<file path="src/tcp_rx_consts.svh">
////////////////////////////////////////////////////////////
// tcp rx constants
// buffer geometry, sack block count and sequence width
// shared by the package, the rtl and the testbench
////////////////////////////////////////////////////////////

`ifndef TCP_RX_CONSTS_SVH
`define TCP_RX_CONSTS_SVH

// reorder buffer address width, buffer holds 2**aw bytes
`define TCP_RX_BUF_AW 8

// number of sack blocks reported in the option
`define TCP_RX_SACK_BLOCKS 4

// tcp sequence number width
`define TCP_RX_SEQ_W 32

// cycle budget for one segment, from its last payload byte
// up to the ack_req pulse, with margin for arbitration stalls
`define TCP_RX_DEC_TIMEOUT 200

`endif

</file>
<file path="src/tcp_rx_pkg.sv">
////////////////////////////////////////////////////////////
// tcp rx package
// sequence, address and byte types, the header, command,
// sack and buffer bus structs, and the tracker states
////////////////////////////////////////////////////////////

`default_nettype none

`include "tcp_rx_consts.svh"

package tcp_rx_pkg;

  // sequence numbers wrap, compare them by signed difference
  typedef logic [`TCP_RX_SEQ_W-1:0] seq_num_t;
  // low bits of a sequence number
  typedef logic [`TCP_RX_BUF_AW-1:0] buf_addr_t;
  typedef logic [7:0] rx_byte_t;

  // stop is start plus payload length
  typedef struct packed {
    seq_num_t start;
    seq_num_t stop;
  } seg_hdr_t;

  // store clear means consume and discard the payload
  typedef struct packed {
    logic      store;
    buf_addr_t base;
  } wr_cmd_t;

  typedef struct packed {
    seq_num_t left;
    seq_num_t right;
  } sack_block_t;

  // block 0 is the most recent one
  typedef struct packed {
    sack_block_t [`TCP_RX_SACK_BLOCKS-1:0] block;
    logic [`TCP_RX_SACK_BLOCKS-1:0]        present;
  } sack_opt_t;

  typedef struct packed {
    logic      we;
    buf_addr_t addr;
    rx_byte_t  wdata;
  } buf_req_t;

  typedef enum logic [2:0] {
    st_idle,
    st_check,
    st_load,
    st_merge,
    st_wait_data,
    st_commit
  } tracker_state_t;

endpackage

`default_nettype wire

</file>
<file path="src/tcp_rx_sack_tracker.sv">
////////////////////////////////////////////////////////////
// tcp rx sack tracker
// window check per segment, merge with the stored sack
// blocks, local ack update and ack request
////////////////////////////////////////////////////////////

`default_nettype none

`include "tcp_rx_consts.svh"

module tcp_rx_sack_tracker (
  input  wire                       clk,
  input  wire                       reset,
  input  wire                       init,
  input  wire tcp_rx_pkg::seq_num_t init_ack,
  input  wire tcp_rx_pkg::seg_hdr_t hdr,
  input  wire                       hdr_valid,
  output logic                      hdr_ready,
  output tcp_rx_pkg::wr_cmd_t       cmd,
  output logic                      cmd_valid,
  input  wire                       cmd_ready,
  input  wire                       seg_done,
  input  wire tcp_rx_pkg::seq_num_t rd_ptr,
  output tcp_rx_pkg::seq_num_t      loc_ack,
  output tcp_rx_pkg::sack_opt_t     sack,
  output logic                      ack_req
);

  localparam int NB = `TCP_RX_SACK_BLOCKS;
  localparam int IW = $clog2(NB);
  localparam tcp_rx_pkg::seq_num_t BUF_BYTES = 1 << `TCP_RX_BUF_AW;

  // a before b in modulo sequence space
  function automatic logic seq_lt(tcp_rx_pkg::seq_num_t a, tcp_rx_pkg::seq_num_t b);
    tcp_rx_pkg::seq_num_t d;
    d = a - b;
    return d[`TCP_RX_SEQ_W-1];
  endfunction

  function automatic logic seq_le(tcp_rx_pkg::seq_num_t a, tcp_rx_pkg::seq_num_t b);
    return !seq_lt(b, a);
  endfunction

  tcp_rx_pkg::tracker_state_t          state;
  // block built from the segment, widened by each merge
  tcp_rx_pkg::sack_block_t             new_blk;
  tcp_rx_pkg::sack_block_t             cur_blk;
  // blocks that survive the walk, in their old order
  tcp_rx_pkg::sack_block_t [NB-1:0]    kept_blk;
  logic [NB-1:0]                       kept_pres;
  logic [IW-1:0]                       kept_cnt;
  logic [IW-1:0]                       blk_idx;
  logic                                accepted;
  logic                                done_seen;
  logic                                start_ok;
  logic                                stop_ok;
  logic                                seg_empty;
  logic                                touch;

  ////////////////////////////////////////////////////////////
  // window test and command
  ////////////////////////////////////////////////////////////

  // start at or above the local ack
  assign start_ok  = seq_le(loc_ack, new_blk.left);
  // stop inside the free part of the buffer, unread bytes stay safe
  assign stop_ok   = seq_le(new_blk.right, rd_ptr + BUF_BYTES);
  // no payload follows an empty header, so no command goes out
  assign seg_empty = !seq_lt(new_blk.left, new_blk.right);

  assign cmd_valid = (state == tcp_rx_pkg::st_check) && !seg_empty;
  assign cmd.store = start_ok && stop_ok;
  assign cmd.base  = new_blk.left[`TCP_RX_BUF_AW-1:0];

  // overlap or adjacency, both edges inclusive
  assign touch = seq_le(cur_blk.left, new_blk.right) && seq_le(new_blk.left, cur_blk.right);

  ////////////////////////////////////////////////////////////
  // fsm
  ////////////////////////////////////////////////////////////

  always_ff @(posedge clk) begin
    if (reset || init) begin
      state     <= tcp_rx_pkg::st_idle;
      hdr_ready <= 1'b0;
      loc_ack   <= init_ack;
      sack      <= '0;
      ack_req   <= 1'b0;
      accepted  <= 1'b0;
      done_seen <= 1'b0;
      blk_idx   <= '0;
      kept_cnt  <= '0;
      kept_pres <= '0;
    end else begin
      ack_req <= 1'b0;
      // writer may finish while the walk is still running
      if (seg_done) begin
        done_seen <= 1'b1;
      end
      case (state)
        tcp_rx_pkg::st_idle: begin
          if (hdr_ready && hdr_valid) begin
            new_blk.left  <= hdr.start;
            new_blk.right <= hdr.stop;
            hdr_ready     <= 1'b0;
            done_seen     <= 1'b0;
            state         <= tcp_rx_pkg::st_check;
          end else begin
            hdr_ready <= 1'b1;
          end
        end
        tcp_rx_pkg::st_check: begin
          accepted  <= start_ok && stop_ok && !seg_empty;
          blk_idx   <= '0;
          kept_cnt  <= '0;
          kept_pres <= '0;
          kept_blk  <= '0;
          if (seg_empty) begin
            state <= tcp_rx_pkg::st_commit;
          end else if (cmd_ready) begin
            // a dropped segment skips the merge walk
            state <= cmd.store ? tcp_rx_pkg::st_load : tcp_rx_pkg::st_wait_data;
          end
        end
        tcp_rx_pkg::st_load: begin
          // present blocks are packed from index 0
          if (sack.present[blk_idx]) begin
            cur_blk <= sack.block[blk_idx];
            state   <= tcp_rx_pkg::st_merge;
          end else begin
            state <= tcp_rx_pkg::st_wait_data;
          end
        end
        tcp_rx_pkg::st_merge: begin
          if (touch) begin
            // widen and free the old block
            new_blk.left  <= seq_lt(cur_blk.left, new_blk.left) ? cur_blk.left : new_blk.left;
            new_blk.right <= seq_lt(new_blk.right, cur_blk.right) ? cur_blk.right
                                                                  : new_blk.right;
          end else begin
            kept_blk[kept_cnt]  <= cur_blk;
            kept_pres[kept_cnt] <= 1'b1;
            kept_cnt            <= kept_cnt + 1'b1;
          end
          if (blk_idx == IW'(NB - 1)) begin
            state <= tcp_rx_pkg::st_wait_data;
          end else begin
            blk_idx <= blk_idx + 1'b1;
            state   <= tcp_rx_pkg::st_load;
          end
        end
        tcp_rx_pkg::st_wait_data: begin
          if (seg_done || done_seen) begin
            state <= tcp_rx_pkg::st_commit;
          end
        end
        tcp_rx_pkg::st_commit: begin
          if (accepted) begin
            if (new_blk.left == loc_ack) begin
              // gap filled, the merged block becomes acked data
              loc_ack      <= new_blk.right;
              sack.block   <= kept_blk;
              sack.present <= kept_pres;
            end else begin
              // newest first, the last kept block falls off
              sack.block[0] <= new_blk;
              for (int i = 1; i < NB; i++) begin
                sack.block[i] <= kept_blk[i-1];
              end
              sack.present <= {kept_pres[NB-2:0], 1'b1};
            end
          end
          ack_req   <= 1'b1;
          hdr_ready <= 1'b1;
          state     <= tcp_rx_pkg::st_idle;
        end
        default: begin
          state <= tcp_rx_pkg::st_idle;
        end
      endcase
    end
  end

  ////////////////////////////////////////////////////////////
  // assertions
  ////////////////////////////////////////////////////////////

  // no new header while a command is being offered
  a_cmd_hdr_excl: assert property (@(posedge clk) disable iff (reset || init)
    !(cmd_valid && hdr_ready));

  // local ack only moves forward outside of init
  a_ack_monotonic: assert property (@(posedge clk) disable iff (reset || init)
    $past(!reset && !init) |-> !seq_lt(loc_ack, $past(loc_ack)));

endmodule

`default_nettype wire

</file>
<file path="src/tcp_rx_seg_writer.sv">
////////////////////////////////////////////////////////////
// tcp rx segment writer
// stores or discards the payload of one segment
////////////////////////////////////////////////////////////

`default_nettype none

module tcp_rx_seg_writer (
  input  wire                       clk,
  input  wire                       reset,
  input  wire tcp_rx_pkg::wr_cmd_t  cmd,
  input  wire                       cmd_valid,
  output logic                      cmd_ready,
  input  wire tcp_rx_pkg::rx_byte_t pay_data,
  input  wire                       pay_last,
  input  wire                       pay_valid,
  output logic                      pay_ready,
  output tcp_rx_pkg::buf_req_t      req,
  output logic                      req_valid,
  input  wire                       grant,
  output logic                      seg_done
);

  // command held until the last payload byte
  logic                  busy;
  logic                  store_q;
  tcp_rx_pkg::buf_addr_t addr_q;

  assign cmd_ready = !busy;

  // stored bytes go through the bus, one per grant
  assign req_valid = busy && store_q && pay_valid;
  assign req.we    = 1'b1;
  assign req.addr  = addr_q;
  assign req.wdata = pay_data;

  // discarded bytes drain at one per cycle
  assign pay_ready = busy && (!store_q || grant);

  always_ff @(posedge clk) begin
    if (reset) begin
      busy     <= 1'b0;
      seg_done <= 1'b0;
    end else begin
      seg_done <= 1'b0;
      if (cmd_valid && cmd_ready) begin
        busy <= 1'b1;
      end else if (pay_valid && pay_ready && pay_last) begin
        busy     <= 1'b0;
        seg_done <= 1'b1;
      end
    end
  end

  // latched command and running address
  always_ff @(posedge clk) begin
    if (cmd_valid && cmd_ready) begin
      store_q <= cmd.store;
      addr_q  <= cmd.base;
    end else if (pay_valid && pay_ready) begin
      addr_q <= addr_q + 1'b1;
    end
  end

  // a waiting payload byte stays put until it is taken
  a_pay_held: assert property (@(posedge clk) disable iff (reset)
    (pay_valid && !pay_ready) |=> (pay_valid && $stable(pay_data) && $stable(pay_last)));

endmodule

`default_nettype wire

</file>
<file path="src/tcp_rx_stream_reader.sv">
////////////////////////////////////////////////////////////
// tcp rx stream reader
// releases in-order bytes from rd_ptr up to the local ack
////////////////////////////////////////////////////////////

`default_nettype none

`include "tcp_rx_consts.svh"

module tcp_rx_stream_reader (
  input  wire                       clk,
  input  wire                       reset,
  input  wire                       init,
  input  wire tcp_rx_pkg::seq_num_t init_ack,
  input  wire tcp_rx_pkg::seq_num_t loc_ack,
  output tcp_rx_pkg::buf_req_t      req,
  output logic                      req_valid,
  input  wire                       grant,
  input  wire tcp_rx_pkg::rx_byte_t rd_data,
  output tcp_rx_pkg::seq_num_t      rd_ptr,
  output tcp_rx_pkg::rx_byte_t      out_data,
  output logic                      out_valid,
  input  wire                       out_ready
);

  // one read in flight, data comes back next cycle
  logic pending;
  logic slot_free;

  // output register empties this cycle or is already empty
  assign slot_free = !out_valid || out_ready;

  assign req_valid = !pending && slot_free && (rd_ptr != loc_ack);
  assign req.we    = 1'b0;
  assign req.addr  = rd_ptr[`TCP_RX_BUF_AW-1:0];
  assign req.wdata = '0;

  always_ff @(posedge clk) begin
    if (reset || init) begin
      rd_ptr    <= init_ack;
      pending   <= 1'b0;
      out_valid <= 1'b0;
    end else begin
      if (pending) begin
        // byte lands in the output slot, pointer follows
        out_valid <= 1'b1;
        rd_ptr    <= rd_ptr + 1'b1;
        pending   <= 1'b0;
      end else if (out_valid && out_ready) begin
        out_valid <= 1'b0;
      end
      if (req_valid && grant) begin
        pending <= 1'b1;
      end
    end
  end

  // output byte, held while out_ready is low
  always_ff @(posedge clk) begin
    if (pending) begin
      out_data <= rd_data;
    end
  end

endmodule

`default_nettype wire

</file>
<file path="src/tcp_rx_buf_arbiter.sv">
////////////////////////////////////////////////////////////
// tcp rx buffer arbiter
// round-robin grant between writer and reader in front of
// the single-port reorder buffer
////////////////////////////////////////////////////////////

`default_nettype none

`include "tcp_rx_consts.svh"

module tcp_rx_buf_arbiter (
  input  wire                       clk,
  input  wire                       reset,
  input  wire tcp_rx_pkg::buf_req_t wr_req,
  input  wire                       wr_valid,
  output logic                      wr_grant,
  input  wire tcp_rx_pkg::buf_req_t rd_req,
  input  wire                       rd_valid,
  output logic                      rd_grant,
  output tcp_rx_pkg::rx_byte_t      rd_data
);

  localparam int DEPTH = 1 << `TCP_RX_BUF_AW;

  tcp_rx_pkg::rx_byte_t mem [DEPTH];
  tcp_rx_pkg::buf_req_t sel;
  // last winner was the writer
  logic                 last_wr;

  ////////////////////////////////////////////////////////////
  // grant
  ////////////////////////////////////////////////////////////

  // a lone requester wins at once, a tie goes to the other side
  assign wr_grant = wr_valid && (!rd_valid || !last_wr);
  assign rd_grant = rd_valid && (!wr_valid || last_wr);

  always_ff @(posedge clk) begin
    if (reset) begin
      last_wr <= 1'b0;
    end else if (wr_grant) begin
      last_wr <= 1'b1;
    end else if (rd_grant) begin
      last_wr <= 1'b0;
    end
  end

  ////////////////////////////////////////////////////////////
  // memory
  ////////////////////////////////////////////////////////////

  assign sel = wr_grant ? wr_req : rd_req;

  always_ff @(posedge clk) begin
    if (wr_grant || rd_grant) begin
      if (sel.we) begin
        mem[sel.addr] <= sel.wdata;
      end
      // registered read, valid the cycle after the grant
      rd_data <= mem[sel.addr];
    end
  end

  // the loser of a tie wins the next cycle if it still requests
  a_rd_turn: assert property (@(posedge clk) disable iff (reset)
    (wr_grant && rd_valid) |=> (!rd_valid || rd_grant));

  a_wr_turn: assert property (@(posedge clk) disable iff (reset)
    (rd_grant && wr_valid) |=> (!wr_valid || wr_grant));

endmodule

`default_nettype wire

</file>
<file path="src/tcp_rx_top.sv">
////////////////////////////////////////////////////////////
// tcp rx top
// sack tracker, segment writer, stream reader and buffer
// arbiter of one tcp receive connection
////////////////////////////////////////////////////////////

`default_nettype none

module tcp_rx_top (
  input  wire                       clk,
  input  wire                       reset,
  input  wire                       init,
  input  wire tcp_rx_pkg::seq_num_t init_ack,
  input  wire tcp_rx_pkg::seg_hdr_t hdr,
  input  wire                       hdr_valid,
  output logic                      hdr_ready,
  input  wire tcp_rx_pkg::rx_byte_t pay_data,
  input  wire                       pay_last,
  input  wire                       pay_valid,
  output logic                      pay_ready,
  output tcp_rx_pkg::rx_byte_t      out_data,
  output logic                      out_valid,
  input  wire                       out_ready,
  output tcp_rx_pkg::seq_num_t      loc_ack,
  output tcp_rx_pkg::sack_opt_t     sack,
  output logic                      ack_req
);

  // tracker to writer
  tcp_rx_pkg::wr_cmd_t  cmd;
  logic                 cmd_valid;
  logic                 cmd_ready;
  logic                 seg_done;
  // buffer bus
  tcp_rx_pkg::buf_req_t wr_req;
  logic                 wr_valid;
  logic                 wr_grant;
  tcp_rx_pkg::buf_req_t rd_req;
  logic                 rd_valid;
  logic                 rd_grant;
  tcp_rx_pkg::rx_byte_t rd_data;
  // reader position for the window check
  tcp_rx_pkg::seq_num_t rd_ptr;

  tcp_rx_sack_tracker i_sack_tracker (
    .clk       (clk),
    .reset     (reset),
    .init      (init),
    .init_ack  (init_ack),
    .hdr       (hdr),
    .hdr_valid (hdr_valid),
    .hdr_ready (hdr_ready),
    .cmd       (cmd),
    .cmd_valid (cmd_valid),
    .cmd_ready (cmd_ready),
    .seg_done  (seg_done),
    .rd_ptr    (rd_ptr),
    .loc_ack   (loc_ack),
    .sack      (sack),
    .ack_req   (ack_req)
  );

  tcp_rx_seg_writer i_seg_writer (
    .clk       (clk),
    .reset     (reset),
    .cmd       (cmd),
    .cmd_valid (cmd_valid),
    .cmd_ready (cmd_ready),
    .pay_data  (pay_data),
    .pay_last  (pay_last),
    .pay_valid (pay_valid),
    .pay_ready (pay_ready),
    .req       (wr_req),
    .req_valid (wr_valid),
    .grant     (wr_grant),
    .seg_done  (seg_done)
  );

  tcp_rx_stream_reader i_stream_reader (
    .clk       (clk),
    .reset     (reset),
    .init      (init),
    .init_ack  (init_ack),
    .loc_ack   (loc_ack),
    .req       (rd_req),
    .req_valid (rd_valid),
    .grant     (rd_grant),
    .rd_data   (rd_data),
    .rd_ptr    (rd_ptr),
    .out_data  (out_data),
    .out_valid (out_valid),
    .out_ready (out_ready)
  );

  tcp_rx_buf_arbiter i_buf_arbiter (
    .clk      (clk),
    .reset    (reset),
    .wr_req   (wr_req),
    .wr_valid (wr_valid),
    .wr_grant (wr_grant),
    .rd_req   (rd_req),
    .rd_valid (rd_valid),
    .rd_grant (rd_grant),
    .rd_data  (rd_data)
  );

endmodule

`default_nettype wire

</file>
<file path="config.mk">
export PLATFORM = sky130hd
export DESIGN_NAME = tcp_rx_top
export DESIGN_NICKNAME = d
export VERILOG_FILES = /design/src/tcp_rx_pkg.sv /design/src/tcp_rx_sack_tracker.sv /design/src/tcp_rx_seg_writer.sv /design/src/tcp_rx_stream_reader.sv /design/src/tcp_rx_buf_arbiter.sv /design/src/tcp_rx_top.sv
export VERILOG_INCLUDE_DIRS = /design/src
export SDC_FILE = /design/constraint.sdc
export NUM_CORES = 2
export LEC_CHECK = 0
export ABC_AREA = 1
export BUFFER_PORTS_ARGS = -buffer_cell sky130_fd_sc_hd__buf_4
export CAP_MARGIN = 15
export CORE_ASPECT_RATIO = 1.1
export CORE_MARGIN = 2
export CORE_UTILIZATION = 55
export DETAILED_ROUTE_END_ITERATION = 7
export PLACE_DENSITY = 0.83
export SLEW_MARGIN = 10
export SYNTH_ARGS = -nofsm -noshare
export SYNTH_HDL_FRONTEND = slang
export SYNTH_SLANG_ARGS = --single-unit
export TNS_END_PERCENT = 20
</file>
<file path="constraint.sdc">
create_clock -name clk -period 15.6 [get_ports clk]
set_input_delay 1.56 -clock clk [delete_from_list [all_inputs] [get_ports clk]]
set_output_delay 1.56 -clock clk [all_outputs]
set_load 0.005 [all_outputs]
</file>
* Word level (Yosys, flattened, before mapping) *
Memories as Yosys holds them, arrays and structs flattened. A register that Yosys moved wholly into a read port is not among the register bits.
Index checks and enable logic that the tools add are counted.

storage, ports and cells
  register bits = 745
  memory bits (writable) = 2048
  output and inout port bits = 304
  word-level logic and storage cells = 188
  memories = 1

cells by class
  add/subtract/negate cells = 12
  order comparisons = 3
  equal/unequal tests = 16
  multiplexer cells = 57
  bitwise operators = 2
  reductions and logical operators = 58

memory list
  memory             depth  bits a word  rd ports  clocked after memory_dff  wr ports  RTL line                  RTL
  i_buf_arbiter.mem  256    8            1         1                         1         tcp_rx_buf_arbiter.sv:25  tcp_rx_pkg::rx_byte_t mem [DEPTH];

operator list
  cell                   count
  $pmux 256 s2           1
  $mux 260               1
  $bwmux 256             1
  $mux 256               1
  $mux 32                8
  $mux 64                4
  $sub 32x32->32         7
  $bmux 64 s2            1
  $demux 64 s2           1
  $pmux 64 s2            1
  $add 32x1->32 const B  1
  $add 32x9->32 const B  1
  $eq 32x32->1           1
  $ne 32x32->1           1
  $reduce_bool 2->1      11
  $mux 3                 7
  $logic_and 1x1->1      18
  $mux 1                 18
  $mux 17                1
  $mux 8                 2
  $pmux 3 s5             1
  $reduce_and 3->1       4
  $logic_not 1->1        11
  $ne 2x1->1 const B     5
  other kinds (24)       40

* Depth between registers and ports, before layout *
  depth in word-level cells = 13
  mapped depth = 27

* Cells and area by module *
Synthesis repeated with hierarchy kept, for this count alone.

second synthesis, totals
  cells, all modules = 13954
  area, all modules = 129867.1 µm²

by module, submodules not included
  module                instances  cells each  area each (µm²)  sequential area each (µm²)
  tcp_rx_buf_arbiter    1          8573        87162.3          61759.2
  tcp_rx_sack_tracker   1          4865        38932.3          17997.3
  tcp_rx_stream_reader  1          430         3084.2           1241.2
  tcp_rx_seg_writer     1          86          688.2            310.3

* Worst setup path after synthesis *
OpenSTA, ideal clock, no wires.

  path type = input to register
  start point = input init
  end point = register i_sack_tracker.kept_blk[0] in the netlist's numbering (enable)
  arrival = 14553 ps
  required time = 14642 ps
  path slack = 89 ps
  cell stages on the path = 5
  path through = nor2_1 inv_1 clkbuf_1 clkbuf_1 a21oi_1

between the ends
  cells in the longest elaborated chain, start to end = 3

RTL lines
  what                               RTL line                    RTL
  from (decl)                        tcp_rx_top.sv:12            input wire init,
  $logic_or 1x1->1                   tcp_rx_sack_tracker.sv:83   if (reset || init) begin
  $not 1->1 (no source line)         n/a
  $reduce_and 3->1 (no source line)  n/a
  to (signal, indexed assignment)    tcp_rx_sack_tracker.sv:141  kept_blk[kept_cnt] <= cur_blk;
  to (decl)                          tcp_rx_sack_tracker.sv:49   tcp_rx_pkg::sack_block_t [NB-1:0] kept_blk;

No other way between the ends.
A chain may end at the register's enable or synchronous reset.

* Worst setup path in the final report *
  start point = register i_sack_tracker.loc_ack[30]
  end point = register i_buf_arbiter.rd_data[5] (read register of i_buf_arbiter.mem) (data pin)

between the ends
  cells in the longest elaborated chain, start to end = 6
  elaborated cells on any way between the ends = 8

RTL lines
  what                                                RTL line                                            RTL
  from (decl)                                         tcp_rx_sack_tracker.sv:24                           output tcp_rx_pkg::seq_num_t loc_ack,
  from (signal assigned)                              tcp_rx_sack_tracker.sv:86                           loc_ack <= init_ack;
  from (signal assigned)                              tcp_rx_sack_tracker.sv:161                          loc_ack <= new_blk.right;
  $ne 32x32->1 *                                      tcp_rx_stream_reader.sv:33                          assign req_valid = !pending && slot_free && (rd_ptr != loc_ack);
  $logic_and 1x1->1 *                                 tcp_rx_stream_reader.sv:33
  $logic_not 1->1                                     tcp_rx_buf_arbiter.sv:35                            assign wr_grant = wr_valid && (!rd_valid || !last_wr);
  $logic_or 1x1->1                                    tcp_rx_buf_arbiter.sv:35
  $logic_and 1x1->1                                   tcp_rx_buf_arbiter.sv:35
  $mux 17 / $logic_or 1x1->1 (equally long branches)  tcp_rx_buf_arbiter.sv:52, tcp_rx_buf_arbiter.sv:55
  to (decl)                                           tcp_rx_buf_arbiter.sv:20                            output tcp_rx_pkg::rx_byte_t rd_data

Mark *: on every way between the ends. The rest lies on a longest branch, timed or not.

==> results_dict.tcl <==
set metrics [dict create \
    cp.arrival_ns 7.68 \
    synth.distinct_cells 48 \
    async_flop_share 0 \
    die_h_microns 510 \
    cts.reportedPaths.clkPinSlew_ns 0.06 \
    timing.final.crit_share 0.452 \
    syn_area_sq_mm 0.128 \
    synth_ff_type "edfxtp_1" \
    slowest_stage "nand2_8" \
    cts_tree "yes" \
    hpwl_microns 237000 \
    ctsHoldBuffers 0 \
    holdCritPathClass "reg2reg" \
    critical_path_class "reg2reg" \
    dpl-instance-area_sq_mm 0.133 \
    max_cap_viol_count 0 \
    htreeDepth 5 \
    dieArea_sq_mm 0.237 \
    ys_seq_area_frac 0.635 \
    powerDensity_mw_per_mm2 115 \
    ir_drop_mv 0.0902 \
    synth_fp_nets 13967 \
    setup-violations-final 0 \
    areaGrowthSynthToFinish_pct 10.9 \
    cts_resized 0 \
    synth_top_area_share 0.591 \
    rrSetupSlack_ns 8.55 \
    fmax_mhz 142 \
    avgSynthCellArea_sq_um 9.41 \
    num_rows 185 \
    gp_congestion 0.971 \
    finClkSkew_ns 0.107 \
    num_io_pins 415 \
    hold_violations 0 \
    start_kind "register" \
    max-clock-path-buffers 4 \
    synthCells 13609 \
    period_needed_ns 7.05 \
    rsz0062_at_grt "no" \
    design_area_sq_mm 0.142 \
    finalSetupTns_ns 0 \
    synth-edff-count 2521 \
    cts_buffers 289 \
    fin_nets 14041 \
    clock-sinks 2801 \
    postRouteAntennaNets 0 \
    wl_microns 388000 \
    wl_per_cell_microns 22.9 \
    core_area_sq_mm 0.231 \
    slew_headroom 0.0939 \
    detail_route.vias_per_cell 5.85 \
    grt_pass1_wl_microns 576000 \
    overflow 0 \
    grt_pass1_vias 94502 \
    clockRootBuffer "clkbuf_16" \
    drive_gt1_frac 0.0724 \
    p_leak_nw 60.8 \
    ys_warn_count 0 \
    crit_top_cell "nand2_1" \
    maxSlewViolCount 0 \
    cp_cell_sequence "xnor2_1 -> nand2_1 -> nor2_1 -> nand2_1 -> nor2_1 -> nand2_1 -> nand3_2 -> nand2_2 -> nand2_8 -> nand2_8 -> buf_4 -> buf_12 -> nand2_1 -> nand2_1 -> nand2_1 -> nand2_1 -> nand2_1 -> nand2_1 -> o21ai_1 -> nand2_1 -> nor2_1 -> nor2_1 -> nor2_1 -> nand2_1" \
    clk_latency_ns 0.98 \
    die_x_microns 464 \
    cp.required_ns 16.23 \
    synthTopCellsByArea "edfxtp_1, nand2_1, dfxtp_1, o21ai_0, inv_1" \
    slowest_delay_ns 0.82 \
    drc 0 \
    grt_start_max_net_pins 206 \
    synth_largest_area_cell "edfxtp_1" \
    grt_usage 0.320 \
    status "completed" \
    postCtsSetupBuffers 0 \
    drtIter0Drc 15318 \
    num_vias 99321 \
    critPathCaptureType "register" \
    drt-pass1-iter-count 7 \
    antenna_found_initial 9 \
    ys_ff_latch 2801 \
    worst_pin_slew_ns 1.36 \
    io_buffers 414 \
    cp_max_fo 199 \
    initial_core_util 0.554 \
]
==> layout by cell type, fill, tap and decap left out, types with 5 or more instances in the layout <==
master      instances
clkbuf_8            8
a211oi_1           14
diode_2             5
nand2_1          6063
o211ai_1          266
o31ai_1             5
o22ai_1            65
xnor2_1            29
nor3_1             15
dfxtp_1           278
buf_12             11
o21ai_1            98
nor4_1              5
nor2_1            564
or2_2               5
o21ai_0           814
inv_6               7
inv_2              19
clkinvlp_4         10
clkinv_1           43
buf_4             537
clkinv_2           38
clkbuf_1           63
edfxtp_1         2521
xor2_1             11
o21a_1              6
bufinv_16          14
nor2_4             21
nor2_2              8
o221ai_1           14
nand4_1            41
ha_1              243
nand3_1           277
clkbuf_16         295
inv_1            1036
a21oi_1           380
==> worst paths after layout <==
check,end,startpoint,cells past startpoint
max,i_buf_arbiter.rd_data[5],i_sack_tracker.loc_ack[30],24
min,i_sack_tracker.kept_pres[3],i_sack_tracker.kept_pres[3],2
max reg2reg,i_buf_arbiter.rd_data[5],i_sack_tracker.loc_ack[30],24
min reg2reg,i_sack_tracker.kept_pres[3],i_sack_tracker.kept_pres[3],2
==> cell type report <==
| class | count | area (sq um) |
|---|---|---|
| Sequential cell | 2801 | 81300 |
| Timing Repair Buffer | 548 | 4250 |
| Clock inverter | 116 | 958 |
| Antenna cell | 5 | 12.5 |
| Tap cell | 3085 | 3860 |
| Fill cell | 17503 | 89200 |
| Multi-Input combinational cell | 8984 | 40000 |
| Clock buffer | 366 | 7730 |
| Inverter | 1059 | 4000 |
==> cell usage after synthesis, types with 2 or more instances <==
master / n
a21o_1: 2
ha_1: 247
nor2_1: 581
nand2_1: 6066
a211oi_1: 14
dfxtp_1: 280
buf_2: 176
clkbuf_1: 505
nor4_1: 5
o21bai_1: 2
edfxtp_1: 2521
a21oi_1: 381
buf_4: 11
nand3_1: 279
inv_2: 20
buf_1: 70
o21ai_1: 99
o21a_1: 6
nor3_2: 2
nand2_2: 3
xor2_1: 11
o221ai_1: 14
o21ai_0: 815
xnor2_1: 29
nor2_2: 12
clkbuf_2: 3
nand4_1: 41
a31oi_1: 4
o211ai_1: 266
inv_1: 1039
o21ai_2: 2
o31ai_1: 5
or2_2: 5
nor3_1: 15
o22ai_1: 65
==> per-layer routing <==
layer | routed length (microns) | part of all wire | track usage
met5 | 42 | 0.00011 | 0
met4 | 32900 | 0.085 | 0.233
met3 | 51300 | 0.13 | 0.0785
met2 | 175000 | 0.45 | 0.500
met1 | 129000 | 0.33 | 0.388
==> critical path, delay by kind of cell (launching register included) <==
family	cells	cell delay, ns
AND/OR/NAND/NOR	20	4.41
buffers and inverters	2	1.00
flip-flops	1	0.47
AO/OA/AOI/OAI	1	0.28
XOR/XNOR	1	0.19
==> per-stage QoR <==
| step | total power [mW] | std cells | utilization | hold WS [ns] | setup WS [ns] |
|---|---|---|---|---|---|
| floorplan | 9.33 | 13609 | - | 0.400 | 0.0893 |
| global placement | 9.81 | 16476 | 0.577 | 0.449 | 8.00 |
| detailed placement | 9.84 | 16476 | 0.577 | 0.465 | 7.95 |
| CTS | 16.3 | 16958 | 0.614 | 0.474 | 8.78 |
| global route | 16.7 | 16960 | 0.614 | 0.496 | 8.33 |
| finish | 16.3 | 16964 | 0.614 | 0.475 | 8.55 |
==> where the power goes <==
part	switching, mW	leakage, nW	total, mW	internal (mW)
Combinational	1.14	33.9	1.59	0.445
Clock	2.85	4.24	6.57	3.72
Sequential	0.0560	22.7	8.16	8.10
==> cell families after synthesis <==
group / count (synthesis) / share of synthesized area
adder cells (fa/ha/maj): 247 / 0.0241
AND/OR/NAND/NOR: 7014 / 0.210
buffers and inverters: 1824 / 0.0555
flip-flops: 2801 / 0.635
XOR/XNOR: 40 / 0.00273
AO/OA/AOI/OAI: 1683 / 0.0729
==> registers in the layout, summed over array words and instances, names as in the netlist, 2 cells and up <==
signal,count
i_buf_arbiter.mem,2048
i_buf_arbiter.rd_data,8
i_sack_tracker.blk_idx,2
i_sack_tracker.cmd,8
i_sack_tracker.cur_blk,64
i_sack_tracker.kept_blk,256
i_sack_tracker.kept_cnt,2
i_sack_tracker.kept_pres,4
i_sack_tracker.loc_ack,32
i_sack_tracker.new_blk,56
i_sack_tracker.sack,260
i_sack_tracker.state,3
i_seg_writer.addr_q,8
i_stream_reader.out_data,8
i_stream_reader.rd_ptr,32
No activity file was read; power rests on OpenSTA's default activity.
